<file path="src/source/dcache_pkg.sv">
package dcache_pkg;

    localparam int index_bits = 4;
    localparam int way_count  = 2;
    localparam int tag_bits   = 32 - index_bits - 2;   // 26

    ////////////////////////////////////////
    // request address, two decodings
    ////////////////////////////////////////

    typedef union packed {
        // normal load / store lookup
        struct packed {
            logic [tag_bits-1:0]   tag;
            logic [index_bits-1:0] index;
            logic [1:0]            offset;
        } lookup;
        // index cache-ops
        struct packed {
            logic [tag_bits-1:0]   unused_hi;
            logic [index_bits-1:0] index;
            logic                  unused_lo;
            logic                  way_sel;    // which way the op hits
        } maint;
    } dcache_addr_u;

    typedef enum logic [1:0] {
        op_store_tag = 2'd0,    // zero tag, invalid
        op_index_inv = 2'd1,
        op_hit_inv   = 2'd2
    } cacheop_e;

endpackage

</file>
<file path="src/source/dcache_req_buffer.sv">
`timescale 1ns/1ps

module dcache_req_buffer (
    input  logic                     clk,
    input  logic                     rstn,
    input  logic                     buffer_we,
    input  logic                     valid,
    input  logic                     write,
    input  logic                     uncached,
    input  logic                     cacheop_valid,
    input  dcache_pkg::cacheop_e     cacheop,
    input  logic [31:0]              addr,
    input  logic [31:0]              wdata,
    input  logic [3:0]               wstrb,
    output logic                     req_write,
    output logic                     req_uncached,
    output logic                     req_cacheop_valid,
    output dcache_pkg::cacheop_e     req_cacheop,
    output dcache_pkg::dcache_addr_u lookup_addr,
    output logic [31:0]              req_wdata,
    output logic [3:0]               req_wstrb
);

    logic capture;

    assign capture = buffer_we && (valid || cacheop_valid);

    // kind bits
    always_ff @(posedge clk) begin
        if (!rstn) begin
            req_write         <= 1'b0;
            req_uncached      <= 1'b0;
            req_cacheop_valid <= 1'b0;
        end else if (capture) begin
            req_write         <= write && !cacheop_valid;   // cache-op wins
            req_uncached      <= uncached && !cacheop_valid;
            req_cacheop_valid <= cacheop_valid;
        end
    end

    // held through miss and store-through
    always_ff @(posedge clk) begin
        if (capture) begin
            req_cacheop <= cacheop;
            lookup_addr <= addr;        // seen as tag/index/offset or index/way
            req_wdata   <= wdata;
            req_wstrb   <= wstrb;
        end
    end

endmodule

</file>
<file path="src/source/dcache_way.sv">
`timescale 1ns/1ps

module dcache_way (
    input  logic                     clk,
    input  logic                     rstn,
    input  dcache_pkg::dcache_addr_u lookup_addr,
    input  logic                     way_we,
    input  logic                     refill,
    input  logic [31:0]              refill_data,
    input  logic [31:0]              wdata,
    input  logic [3:0]               wstrb,
    input  logic                     way_inv,
    input  logic                     tag_init,
    output logic                     hit,
    output logic [31:0]              rdata
);

    import dcache_pkg::*;

    localparam int sets = 2 ** index_bits;

    logic [sets-1:0]       valid_q;
    logic [tag_bits-1:0]   tag_mem  [sets];
    logic [31:0]           data_mem [sets];
    logic [index_bits-1:0] idx;
    logic [tag_bits-1:0]   req_tag;

    // index sits in the same bits for both views
    assign idx     = lookup_addr.lookup.index;
    assign req_tag = lookup_addr.lookup.tag;

    ////////////////////////////////////////
    // lookup
    ////////////////////////////////////////

    assign hit   = valid_q[idx] && (tag_mem[idx] == req_tag);
    assign rdata = data_mem[idx];

    ////////////////////////////////////////
    // updates
    ////////////////////////////////////////

    always_ff @(posedge clk) begin
        if (!rstn) begin
            valid_q <= '0;
        end else if (way_inv || tag_init) begin
            valid_q[idx] <= 1'b0;
        end else if (way_we && refill) begin
            valid_q[idx] <= 1'b1;
        end
    end

    always_ff @(posedge clk) begin
        if (tag_init) begin
            tag_mem[idx] <= '0;
        end else if (way_we && refill) begin
            tag_mem[idx] <= req_tag;
        end
    end

    always_ff @(posedge clk) begin
        if (way_we) begin
            if (refill) begin
                data_mem[idx] <= refill_data;   // whole word from memory
            end else begin
                for (int b = 0; b < 4; b++) begin
                    if (wstrb[b])
                        data_mem[idx][8*b +: 8] <= wdata[8*b +: 8];
                end
            end
        end
    end

endmodule

</file>
<file path="src/source/dcache_way_merge.sv">
`timescale 1ns/1ps

module dcache_way_merge (
    input  logic                                   clk,
    input  logic                                   rstn,
    input  logic [dcache_pkg::index_bits-1:0]      index,
    input  logic [dcache_pkg::way_count-1:0]       way_hit,
    input  logic [dcache_pkg::way_count-1:0][31:0] way_rdata,
    input  logic [31:0]                            mem_rdata,
    input  logic                                   refill_sel,
    input  logic [dcache_pkg::way_count-1:0]       touch_way,
    output logic [dcache_pkg::way_count-1:0]       hit_vec,
    output logic                                   victim,
    output logic [31:0]                            rdata
);

    import dcache_pkg::*;

    localparam int sets = 2 ** index_bits;

    logic [sets-1:0] lru_q;         // set bit means way 1 is the older one
    logic [31:0]     refill_word;
    logic [31:0]     hit_word;

    assign hit_vec = way_hit;
    assign victim  = lru_q[index];

    // word of the mem_data_ok cycle, used one cycle later in refill
    always_ff @(posedge clk) begin
        refill_word <= mem_rdata;
    end

    always_comb begin
        hit_word = '0;
        for (int w = 0; w < way_count; w++) begin
            if (way_hit[w])
                hit_word = way_rdata[w];
        end
    end

    assign rdata = refill_sel ? refill_word : hit_word;

    ////////////////////////////////////////
    // per-set lru
    ////////////////////////////////////////

    always_ff @(posedge clk) begin
        if (!rstn) begin
            lru_q <= '0;
        end else if (touch_way[0]) begin
            lru_q[index] <= 1'b1;
        end else if (touch_way[1]) begin
            lru_q[index] <= 1'b0;
        end
    end

endmodule

</file>
<file path="src/source/dcache_main_fsm.sv">
`timescale 1ns/1ps

module dcache_main_fsm (
    input  logic                             clk,
    input  logic                             rstn,
    input  logic                             valid,
    input  logic                             cacheop_valid,
    input  logic                             flush,
    input  logic                             req_write,
    input  logic                             req_uncached,
    input  logic                             req_cacheop_valid,
    input  dcache_pkg::cacheop_e             req_cacheop,
    input  dcache_pkg::dcache_addr_u         lookup_addr,
    input  logic [dcache_pkg::way_count-1:0] hit_vec,
    input  logic                             victim,
    input  logic                             mem_addr_ok,
    input  logic                             mem_data_ok,
    output logic                             ready,
    output logic                             buffer_we,
    output logic                             rdata_valid,
    output logic                             op_done,
    output logic                             mem_req,
    output logic                             mem_wr,
    output logic [dcache_pkg::way_count-1:0] way_we,
    output logic                             refill,
    output logic [dcache_pkg::way_count-1:0] way_inv,
    output logic [dcache_pkg::way_count-1:0] tag_init,
    output logic                             refill_sel,
    output logic [dcache_pkg::way_count-1:0] touch_way
);

    import dcache_pkg::*;

    localparam logic [2:0] st_idle       = 3'd0;
    localparam logic [2:0] st_lookup     = 3'd1;
    localparam logic [2:0] st_miss_read  = 3'd2;
    localparam logic [2:0] st_refill     = 3'd3;
    localparam logic [2:0] st_store_wait = 3'd4;
    localparam logic [2:0] st_operation  = 3'd5;
    localparam logic [2:0] st_flush      = 3'd6;

    logic [2:0] state;
    logic [2:0] next_state;
    logic [2:0] free_state;
    logic       miss;

    assign miss = !(|hit_vec) || req_uncached;   // uncached never served from a way

    always_ff @(posedge clk) begin
        if (!rstn)
            state <= st_idle;
        else
            state <= next_state;
    end

    // where to go whenever ready is given back
    always_comb begin
        if (flush)
            free_state = st_flush;
        else if (cacheop_valid)
            free_state = st_operation;
        else if (valid)
            free_state = st_lookup;
        else
            free_state = st_idle;
    end

    ////////////////////////////////////////
    // next state and outputs
    ////////////////////////////////////////

    always_comb begin
        next_state  = state;
        ready       = 1'b0;
        buffer_we   = 1'b0;
        rdata_valid = 1'b0;
        op_done     = 1'b0;
        mem_req     = 1'b0;
        mem_wr      = 1'b0;
        way_we      = '0;
        refill      = 1'b0;
        way_inv     = '0;
        tag_init    = '0;
        refill_sel  = 1'b0;
        touch_way   = '0;

        case (state)
            st_idle, st_flush: begin
                ready      = 1'b1;
                buffer_we  = 1'b1;
                next_state = free_state;
            end

            st_lookup: begin
                if (flush) begin
                    // drop the lookup, nothing goes to memory
                    ready      = 1'b1;
                    buffer_we  = 1'b1;
                    next_state = free_state;
                end else begin
                    if (req_uncached)
                        way_inv = hit_vec;
                    if (req_write) begin
                        mem_req = 1'b1;
                        mem_wr  = 1'b1;
                        if (!miss) begin
                            way_we    = hit_vec;    // write hit also updates the way
                            touch_way = hit_vec;
                        end
                        if (mem_addr_ok) begin
                            ready      = 1'b1;
                            buffer_we  = 1'b1;
                            next_state = free_state;
                        end else begin
                            next_state = st_store_wait;
                        end
                    end else if (miss) begin
                        mem_req    = 1'b1;
                        next_state = mem_data_ok ? st_refill : st_miss_read;
                    end else begin
                        rdata_valid = 1'b1;         // load hit
                        ready       = 1'b1;
                        buffer_we   = 1'b1;
                        touch_way   = hit_vec;
                        next_state  = free_state;
                    end
                end
            end

            st_miss_read: begin
                mem_req = 1'b1;
                if (mem_data_ok)
                    next_state = st_refill;
            end

            st_refill: begin
                rdata_valid = 1'b1;
                ready       = 1'b1;
                buffer_we   = 1'b1;
                refill_sel  = 1'b1;
                next_state  = free_state;
                if (!req_uncached) begin
                    refill            = 1'b1;
                    way_we[victim]    = 1'b1;
                    touch_way[victim] = 1'b1;
                end
            end

            st_store_wait: begin
                mem_req = 1'b1;
                mem_wr  = 1'b1;
                if (mem_addr_ok) begin
                    ready      = 1'b1;
                    buffer_we  = 1'b1;
                    next_state = free_state;
                end
            end

            st_operation: begin
                op_done    = 1'b1;
                ready      = 1'b1;
                buffer_we  = 1'b1;
                next_state = free_state;
                if (req_cacheop_valid) begin
                    case (req_cacheop)
                        op_store_tag: tag_init[lookup_addr.maint.way_sel] = 1'b1;
                        op_index_inv: way_inv[lookup_addr.maint.way_sel]  = 1'b1;
                        op_hit_inv:   way_inv = hit_vec;
                        default: ;
                    endcase
                end
            end

            default: begin
                next_state = st_idle;
            end
        endcase
    end

endmodule

</file>
<file path="src/source/dcache_top.sv">
`timescale 1ns/1ps

module dcache_top (
    input  logic                 clk,
    input  logic                 rstn,
    // pipeline
    input  logic                 valid,
    input  logic                 write,
    input  logic                 uncached,
    input  logic                 cacheop_valid,
    input  dcache_pkg::cacheop_e cacheop,
    input  logic [31:0]          addr,
    input  logic [31:0]          wdata,
    input  logic [3:0]           wstrb,
    input  logic                 flush,
    output logic                 ready,
    output logic [31:0]          rdata,
    output logic                 rdata_valid,
    output logic                 op_done,
    // memory
    output logic                 mem_req,
    output logic                 mem_wr,
    output logic [31:0]          mem_addr,
    output logic [31:0]          mem_wdata,
    output logic [3:0]           mem_wstrb,
    input  logic                 mem_addr_ok,
    input  logic                 mem_data_ok,
    input  logic [31:0]          mem_rdata
);

    import dcache_pkg::*;

    logic                        buffer_we;
    logic                        req_write;
    logic                        req_uncached;
    logic                        req_cacheop_valid;
    cacheop_e                    req_cacheop;
    dcache_addr_u                lookup_addr;
    logic [31:0]                 req_wdata;
    logic [3:0]                  req_wstrb;
    logic [way_count-1:0]        way_hit;
    logic [way_count-1:0][31:0]  way_rdata;
    logic [way_count-1:0]        hit_vec;
    logic                        victim;
    logic [way_count-1:0]        way_we;
    logic                        refill;
    logic [way_count-1:0]        way_inv;
    logic [way_count-1:0]        tag_init;
    logic                        refill_sel;
    logic [way_count-1:0]        touch_way;

    // memory sees the held request
    assign mem_addr  = lookup_addr;
    assign mem_wdata = req_wdata;
    assign mem_wstrb = req_wstrb;

    dcache_req_buffer u_req_buffer (
        .clk               (clk),
        .rstn              (rstn),
        .buffer_we         (buffer_we),
        .valid             (valid),
        .write             (write),
        .uncached          (uncached),
        .cacheop_valid     (cacheop_valid),
        .cacheop           (cacheop),
        .addr              (addr),
        .wdata             (wdata),
        .wstrb             (wstrb),
        .req_write         (req_write),
        .req_uncached      (req_uncached),
        .req_cacheop_valid (req_cacheop_valid),
        .req_cacheop       (req_cacheop),
        .lookup_addr       (lookup_addr),
        .req_wdata         (req_wdata),
        .req_wstrb         (req_wstrb)
    );

    for (genvar way_id = 0; way_id < way_count; way_id++) begin : g_way
        dcache_way u_way (
            .clk         (clk),
            .rstn        (rstn),
            .lookup_addr (lookup_addr),
            .way_we      (way_we[way_id]),
            .refill      (refill),
            .refill_data (rdata),           // merge output carries the refill word
            .wdata       (req_wdata),
            .wstrb       (req_wstrb),
            .way_inv     (way_inv[way_id]),
            .tag_init    (tag_init[way_id]),
            .hit         (way_hit[way_id]),
            .rdata       (way_rdata[way_id])
        );
    end

    dcache_way_merge u_way_merge (
        .clk        (clk),
        .rstn       (rstn),
        .index      (lookup_addr.lookup.index),
        .way_hit    (way_hit),
        .way_rdata  (way_rdata),
        .mem_rdata  (mem_rdata),
        .refill_sel (refill_sel),
        .touch_way  (touch_way),
        .hit_vec    (hit_vec),
        .victim     (victim),
        .rdata      (rdata)
    );

    dcache_main_fsm u_main_fsm (
        .clk               (clk),
        .rstn              (rstn),
        .valid             (valid),
        .cacheop_valid     (cacheop_valid),
        .flush             (flush),
        .req_write         (req_write),
        .req_uncached      (req_uncached),
        .req_cacheop_valid (req_cacheop_valid),
        .req_cacheop       (req_cacheop),
        .lookup_addr       (lookup_addr),
        .hit_vec           (hit_vec),
        .victim            (victim),
        .mem_addr_ok       (mem_addr_ok),
        .mem_data_ok       (mem_data_ok),
        .ready             (ready),
        .buffer_we         (buffer_we),
        .rdata_valid       (rdata_valid),
        .op_done           (op_done),
        .mem_req           (mem_req),
        .mem_wr            (mem_wr),
        .way_we            (way_we),
        .refill            (refill),
        .way_inv           (way_inv),
        .tag_init          (tag_init),
        .refill_sel        (refill_sel),
        .touch_way         (touch_way)
    );

endmodule

</file>
<file path="config.mk">
export PLATFORM = sky130hd
export DESIGN_NAME = dcache_top
export DESIGN_NICKNAME = d
export VERILOG_FILES = /design/src/source/dcache_pkg.sv /design/src/source/dcache_req_buffer.sv /design/src/source/dcache_way.sv /design/src/source/dcache_way_merge.sv /design/src/source/dcache_main_fsm.sv /design/src/source/dcache_top.sv
export SDC_FILE = /design/constraint.sdc
export NUM_CORES = 2
export LEC_CHECK = 0
export ABC_CLOCK_PERIOD_IN_PS = 5150
export BUFFER_PORTS_ARGS = -buffer_cell sky130_fd_sc_hd__clkbuf_2
export CORE_MARGIN = 3
export CORE_UTILIZATION = 56
export CTS_CLUSTER_SIZE = 28
export DETAILED_ROUTE_END_ITERATION = 10
export GPL_TIMING_DRIVEN = 0
export PLACE_DENSITY = 0.76
export SETUP_SLACK_MARGIN = 0.1
export SLEW_MARGIN = 25
export SYNTH_ARGS = -nofsm -noshare
export SYNTH_HDL_FRONTEND = slang
export SYNTH_SLANG_ARGS = --single-unit
</file>
<file path="constraint.sdc">
create_clock -name clk -period 5.15 [get_ports clk]
set_input_delay 1.03 -clock clk [delete_from_list [all_inputs] [get_ports clk]]
set_output_delay 1.03 -clock clk [all_outputs]
set_load 0.1 [all_outputs]
</file>
Word-level counts from Yosys, hierarchy flattened
Memory sizes are Yosys's and may differ from the RTL's. A register that Yosys moved wholly into a read port is not among the register bits.
Index checks and enable logic that the tools add are counted.
W data, S select, Z words.
{"block": "totals", "input_bits": 111, "elab_cells": 195, "n_memories": 4, "ram_bits": 1856, "out_inout_bits": 105, "ff_bits": 156}
{"block": "op_classes", "eq_ne": 12, "reduce_logical": 25, "order_cmp": 6, "bitwise": 17, "n_mux": 119}
{"memory": "g_way[0].u_way.data_mem", "depth": 16, "width": 32, "rd": 1, "rd_clocked_by_memory_dff": 1, "wr": 1, "line": "dcache_way.sv:24", "rtl": "logic [31:0] data_mem [sets];"}
{"memory": "g_way[1].u_way.data_mem", "depth": 16, "width": 32, "rd": 1, "rd_clocked_by_memory_dff": 1, "wr": 1, "line": "dcache_way.sv:24"}
{"memory": "g_way[0].u_way.tag_mem", "depth": 16, "width": 26, "rd": 1, "rd_clocked_by_memory_dff": 1, "wr": 1, "line": "dcache_way.sv:23", "rtl": "logic [tag_bits-1:0] tag_mem [sets];"}
{"memory": "g_way[1].u_way.tag_mem", "depth": 16, "width": 26, "rd": 1, "rd_clocked_by_memory_dff": 1, "wr": 1, "line": "dcache_way.sv:23"}
{"cell": "$mux W16", "count": 6}
{"cell": "$mux W32", "count": 3}
{"cell": "$mux W8", "count": 8}
{"cell": "$mux W1", "count": 62}
{"cell": "$eq A26 B26 Y1", "count": 2}
{"cell": "$mux W26", "count": 2}
{"cell": "$and A16 B16 Y16", "count": 3}
{"cell": "$or A16 B16 Y16", "count": 3}
{"cell": "$mux W3", "count": 8}
{"cell": "$mux W2", "count": 11}
{"cell": "$mux W4", "count": 4}
{"cell": "$not A16 Y16", "count": 1}
{"cell": "$pmux W2 S2", "count": 4}
{"cell": "$bmux W1 S4", "count": 3}
{"cell": "$pmux W3 S4", "count": 1}
{"cell": "$logic_and A1 B1 Y1", "count": 10}
{"cell": "$or A1 B1 Y1", "count": 10}
{"cell": "$eq A3 B3 Y1 const B", "count": 3}
{"cell": "$eq A3 B2 Y1 const B", "count": 2}
{"cell": "$pmux W1 S2", "count": 3}
{"cell": "$reduce_bool A2 Y1", "count": 3}
{"cell": "$lt A4 B5 Y1 const B", "count": 1}
{"cell": "$demux W1 S4", "count": 1}
{"cell": "$ge A4 B1 Y1 const B", "count": 1}
{"cell": "other kinds (15)", "count": 24}

Depth between registers and ports, before layout
{"block": "depth", "word_depth": 15, "depth_mapped": 18, "depth_no_buf": 10}

By module
A second synthesis with hierarchy kept.
{"block": "hier_totals", "cells_unflattened": 3853, "area_unflattened_um2": 79581.3}
{"module": "dcache_way at g_way[1].u_way", "seq_area_each_um2": 28187.0, "area_per_inst_um2": 37368.3, "cells_per_inst": 1729, "instances": 1}
{"module": "dcache_way at g_way[0].u_way", "seq_area_each_um2": 28187.0, "area_per_inst_um2": 37195.7, "cells_per_inst": 1708, "instances": 1}
{"module": "dcache_req_buffer", "seq_area_each_um2": 2162.1, "area_per_inst_um2": 2255.9, "cells_per_inst": 85, "instances": 1}
{"module": "dcache_way_merge", "seq_area_each_um2": 960.9, "area_per_inst_um2": 2115.8, "cells_per_inst": 240, "instances": 1}
{"module": "dcache_main_fsm", "seq_area_each_um2": 60.1, "area_per_inst_um2": 645.6, "cells_per_inst": 91, "instances": 1}

Worst setup path before layout
No wires, ideal clock.
{"block": "synth_timing", "path_type": "reg-to-output", "start": "register u_req_buffer.lookup_addr[2] in the netlist's numbering", "end": "output port rdata_valid", "t_required_ns": 4.120, "setup_slack_ns": -1.484, "n_path_buf": 3, "stages_incl_launch_ff": 11, "t_arrival_ns": 5.604, "path_cell_list": "edfxtp_1 clkbuf_1 buf_2 mux4_2 mux4_2 o21ai_0 or4b_4 nor3_4 buf_2 o21ai_0 o31ai_1"}
{"block": "synth_via", "elab_chain_cells": 10, "elab_cells_between_ends": 13, "cone_classes": "mux (8); reduce/logical (5)"}
{"item": "from (decl)", "line": "dcache_req_buffer.sv:19", "rtl": "output dcache_pkg::dcache_addr_u lookup_addr,"}
{"item": "from (signal assigned)", "line": "dcache_req_buffer.sv:45", "rtl": "lookup_addr <= addr;"}
{"item": "$bmux W1 S4", "line": "dcache_way.sv:36", "rtl": "assign hit = valid_q[idx] && (tag_mem[idx] == req_tag);"}
{"item": "$mux W1 (implied by the code)", "line": "dcache_way.sv:36"}
{"item": "$logic_and A1 B1 Y1", "line": "dcache_way.sv:36"}
{"item": "$reduce_or A2 Y1 *", "line": "dcache_main_fsm.sv:47", "rtl": "assign miss = !(|hit_vec) || req_uncached;"}
{"item": "$logic_not A1 Y1 *", "line": "dcache_main_fsm.sv:47"}
{"item": "$logic_or A1 B1 Y1 *", "line": "dcache_main_fsm.sv:47"}
{"item": "$mux W1 *", "line": "dcache_main_fsm.sv:117", "rtl": "end else if (miss) begin"}
{"item": "$mux W1 *", "line": "dcache_main_fsm.sv:103", "rtl": "if (req_write) begin"}
{"item": "$mux W1 *", "line": "dcache_main_fsm.sv:95", "rtl": "if (flush) begin"}
{"item": "$pmux W1 S2 *", "line": "dcache_main_fsm.sv:87", "rtl": "case (state)"}
{"item": "to (decl)", "line": "dcache_top.sv:18", "rtl": "output logic rdata_valid,"}
Mark *: on every way between the ends. The rest lies on a longest branch, timed or not. The select of a mux whose other input is x is not followed.

==> flow_summary.toml <==
[outcome]
status = "finished, violations left"
violations = "negative setup slack"

[hold_path]
min_path_type = "input pin to flop"

[route]
via_per_inst = 7.03
first_iter_violations = 7787
vias = 45600
wl_per_cell_um = 37.3
drt-total-wl_mm = 242
drtAntennaViolNets = 0
drc_errors = 0
drt-pass1-iter-count = 7

[yosys]
synth-seq-cells = 2016
synth_ff_type = "edfxtp_1"
ys_types = 76
syn-cell-area_um2 = 79600
yosys_warnings = 0
synth_fp_nets = 3973
avgSynthCellArea_um2 = 20.6
synthArstFlopShare_pct = 0
synth-edff-count = 1926
seq_area_frac_synth_pct = 74.9
synth_cells = 3859

[sta]
fin_crit_ns = 6.12
rsz0062_at_grt = "yes"
clock_skew_ns = 0.0735
whs_ns = 0.262
fin_ws_ns = -0.969
hold_viol = 0
min_period_over_period_pct = 119
slew_headroom_pct = 19.7
setup_tns_ns = -27.57
fmax_mhz = 163
drv_slew = 0
worstMarginPinSlew_ns = 1.20
setup_violations = 35

[final_layout]
most-common-layout-cells = "1926 x edfxtp_1, 516 x mux4_2, 235 x clkbuf_16"
final_net_count = 4555
utilization_pct = 68.0
multiInputGateArea_um2 = 20700
drive_gt1_share_pct = 37.5
final_common_cell = "edfxtp_1"
seq_area_um2 = 59600
stdcell_area_um2 = 95500
fin_cells = 6485
synthToLayoutAreaGrowth_pct = 20.0
nFillCells = 8079

[global_route]
grt_pass1_wl_mm = 331
grtUsageMet1_pct = 42.9
met3_usage_pct = 10.1
use_met2_pct = 49.2
track_usage_pct = 32.3
grt_pass1_vias = 44300
antenna_found_initial = 8
overflow = 0
top_usage_layer = "met2"
grt_max_degree = 29

[floorplan]
die_y_um = 383
die_w_um = 383
rows = 137
die_area_um2 = 147000
core_area_um2 = 140000
start_util_pct = 56.7
ios = 216

[worst_setup_path]
cp-start-kind = "flop"
path_cells = "buf_12 > buf_12 > inv_4 > buf_8 > buf_8 > mux4_2 > xnor2_2 > and4_1 > nand4_1 > nor3_4 > buf_6 > buf_6 > buf_12 > buf_12 > nand3_4 > a31oi_4 > clkbuf_16"
r2r_setup_slack_ns = 0.02
crit_path_max_fanout = 10
critPathBufInv = 10
slowest_delay_ns = 0.39
crit_top_cell = "buf_12"
crit_family = "buffers and inverters"
crit_type = "flop to output pin"
worstPathArrival_ns = 5.09
required_ns = 4.12
end_kind = "output pin"
critPathSlowestCell = "mux4_2"

[cts]
cts-buffers-inserted = 193
cts.reportedPaths.clkPinSlew_ns = 0.07
cts_hold_buffers = 0
cts-htree-levels = 4
clk_path_buf_depth = 3
clk_latency_ns = 0.87
cts_tree = "yes"
cts_sinks = 2016
root_buffer = "clkbuf_16"

[pwr]
p_leak_nw = 32.3
p_total_mw = 45.3
peakVddDrop_uv = 400
p_per_area_nw_per_um2 = 474

[place]
dpl.cell_count = 6002
hpwl_mm = 148
placedInstanceArea_um2 = 84900
dp_slack_ns = -1.96
gp_congestion = 0.921
numPortBuffers = 215

[flow_run]
max_cap_viol_count = 0
-- sequential cells by signal, indices dropped and copies added (netlist names), named ones only --
signal and cells:
u_req_buffer.req_cacheop 2, u_req_buffer.req_cacheop_valid 1, g_way.u_way.data_mem 1024, u_req_buffer.req_wstrb 4, g_way.u_way.tag_mem 832, u_req_buffer.req_write 1
u_req_buffer.req_uncached 1, u_main_fsm.state 3, u_req_buffer.lookup_addr 32, u_req_buffer.req_wdata 32, u_way_merge.refill_word 32
-- synthesized netlist by cell type (all sizes together) (9+ instances only) --
| cell type | number | share of area (%) |
|---|---|---|
| edfxtp | 1926 | 73 |
| mux4 | 516 | 15 |
| nor2 | 222 | 1.0 |
| mux2i | 135 | 1.7 |
| clkbuf | 124 | 0.58 |
| buf | 110 | 0.90 |
| dfxtp | 90 | 2.3 |
| mux2 | 73 | 1.1 |
| nand2 | 73 | 0.34 |
| nand3 | 63 | 0.40 |
| o21ai | 54 | 0.34 |
| xnor2 | 45 | 0.50 |
| a21oi | 39 | 0.25 |
| and3 | 39 | 0.31 |
| inv | 39 | 0.18 |
| a31oi | 38 | 0.32 |
| and2 | 30 | 0.24 |
| o22ai | 23 | 0.19 |
| o211ai | 19 | 0.18 |
| xor2 | 19 | 0.21 |
| a21boi | 17 | 0.16 |
| a22oi | 16 | 0.15 |
| nand4 | 14 | 0.11 |
| nor2b | 13 | 0.10 |
| nor4 | 13 | 0.10 |
| a221oi | 11 | 0.12 |
| nor3 | 11 | 0.090 |
| nand2b | 9 | 0.071 |
-- logic make-up (layout without fill, tap and decap cells) --
family	after synthesis	after routing	share of synthesized area, %
compound gates	268	268	2.28
xor+xnor	64	64	0.704
fa+ha+maj	3	3	0.0472
buf+inv	274	1017	1.67
flops	2016	2016	74.9
mux	724	724	17.3
other cells	0	7	0
simple gates	510	510	3.04
-- final cells by class --
cell class | count | area share, %
sequential | 2016 | 62.4
multi-input combinational | 1569 | 21.7
clock buffer | 245 | 5.37
timing repair buffer | 389 | 4.24
tap | 1876 | 2.46
buffer | 232 | 2.32
clock inverter | 111 | 1.27
inverter | 40 | 0.169
antenna | 7 | 0.0183
-- power by group --
part | internal (mW) | switching, mW
registers | 18.5 | 0.419
clock network | 7.92 | 6.47
logic | 4.59 | 7.41
-- worst paths after layout --
| path | depth (start not counted) | start | end |
|---|---|---|---|
| setup / recovery | 17 | flop | rdata[13] |
| setup reg to reg | 9 | u_main_fsm.state[2] | g_way[1].u_way.tag_mem[4][12] |
| hold reg to reg | 2 | flop | flop |
| hold / removal | 1 | mem_rdata[7] | u_way_merge.refill_word[7] |
-- per-layer routing --
metal / up-vias / part of all wire (%)
met5: - / 0.070
met4: 10 / 5.8
met3: 859 / 14
met2: 4280 / 46
met1: 23300 / 33
li1: 17100 / -
-- what timing repair did --
| item | CTS | global route |
|---|---|---|
| gates cloned | 3 | 4 |
| pin swaps | 46 | 50 |
| gates resized for setup | 522 | 197 |
| setup endpoints to repair | 2301 | 814 |
| setup buffers | 53 | 63 |
No activity file was read; power rests on OpenSTA's default activity.
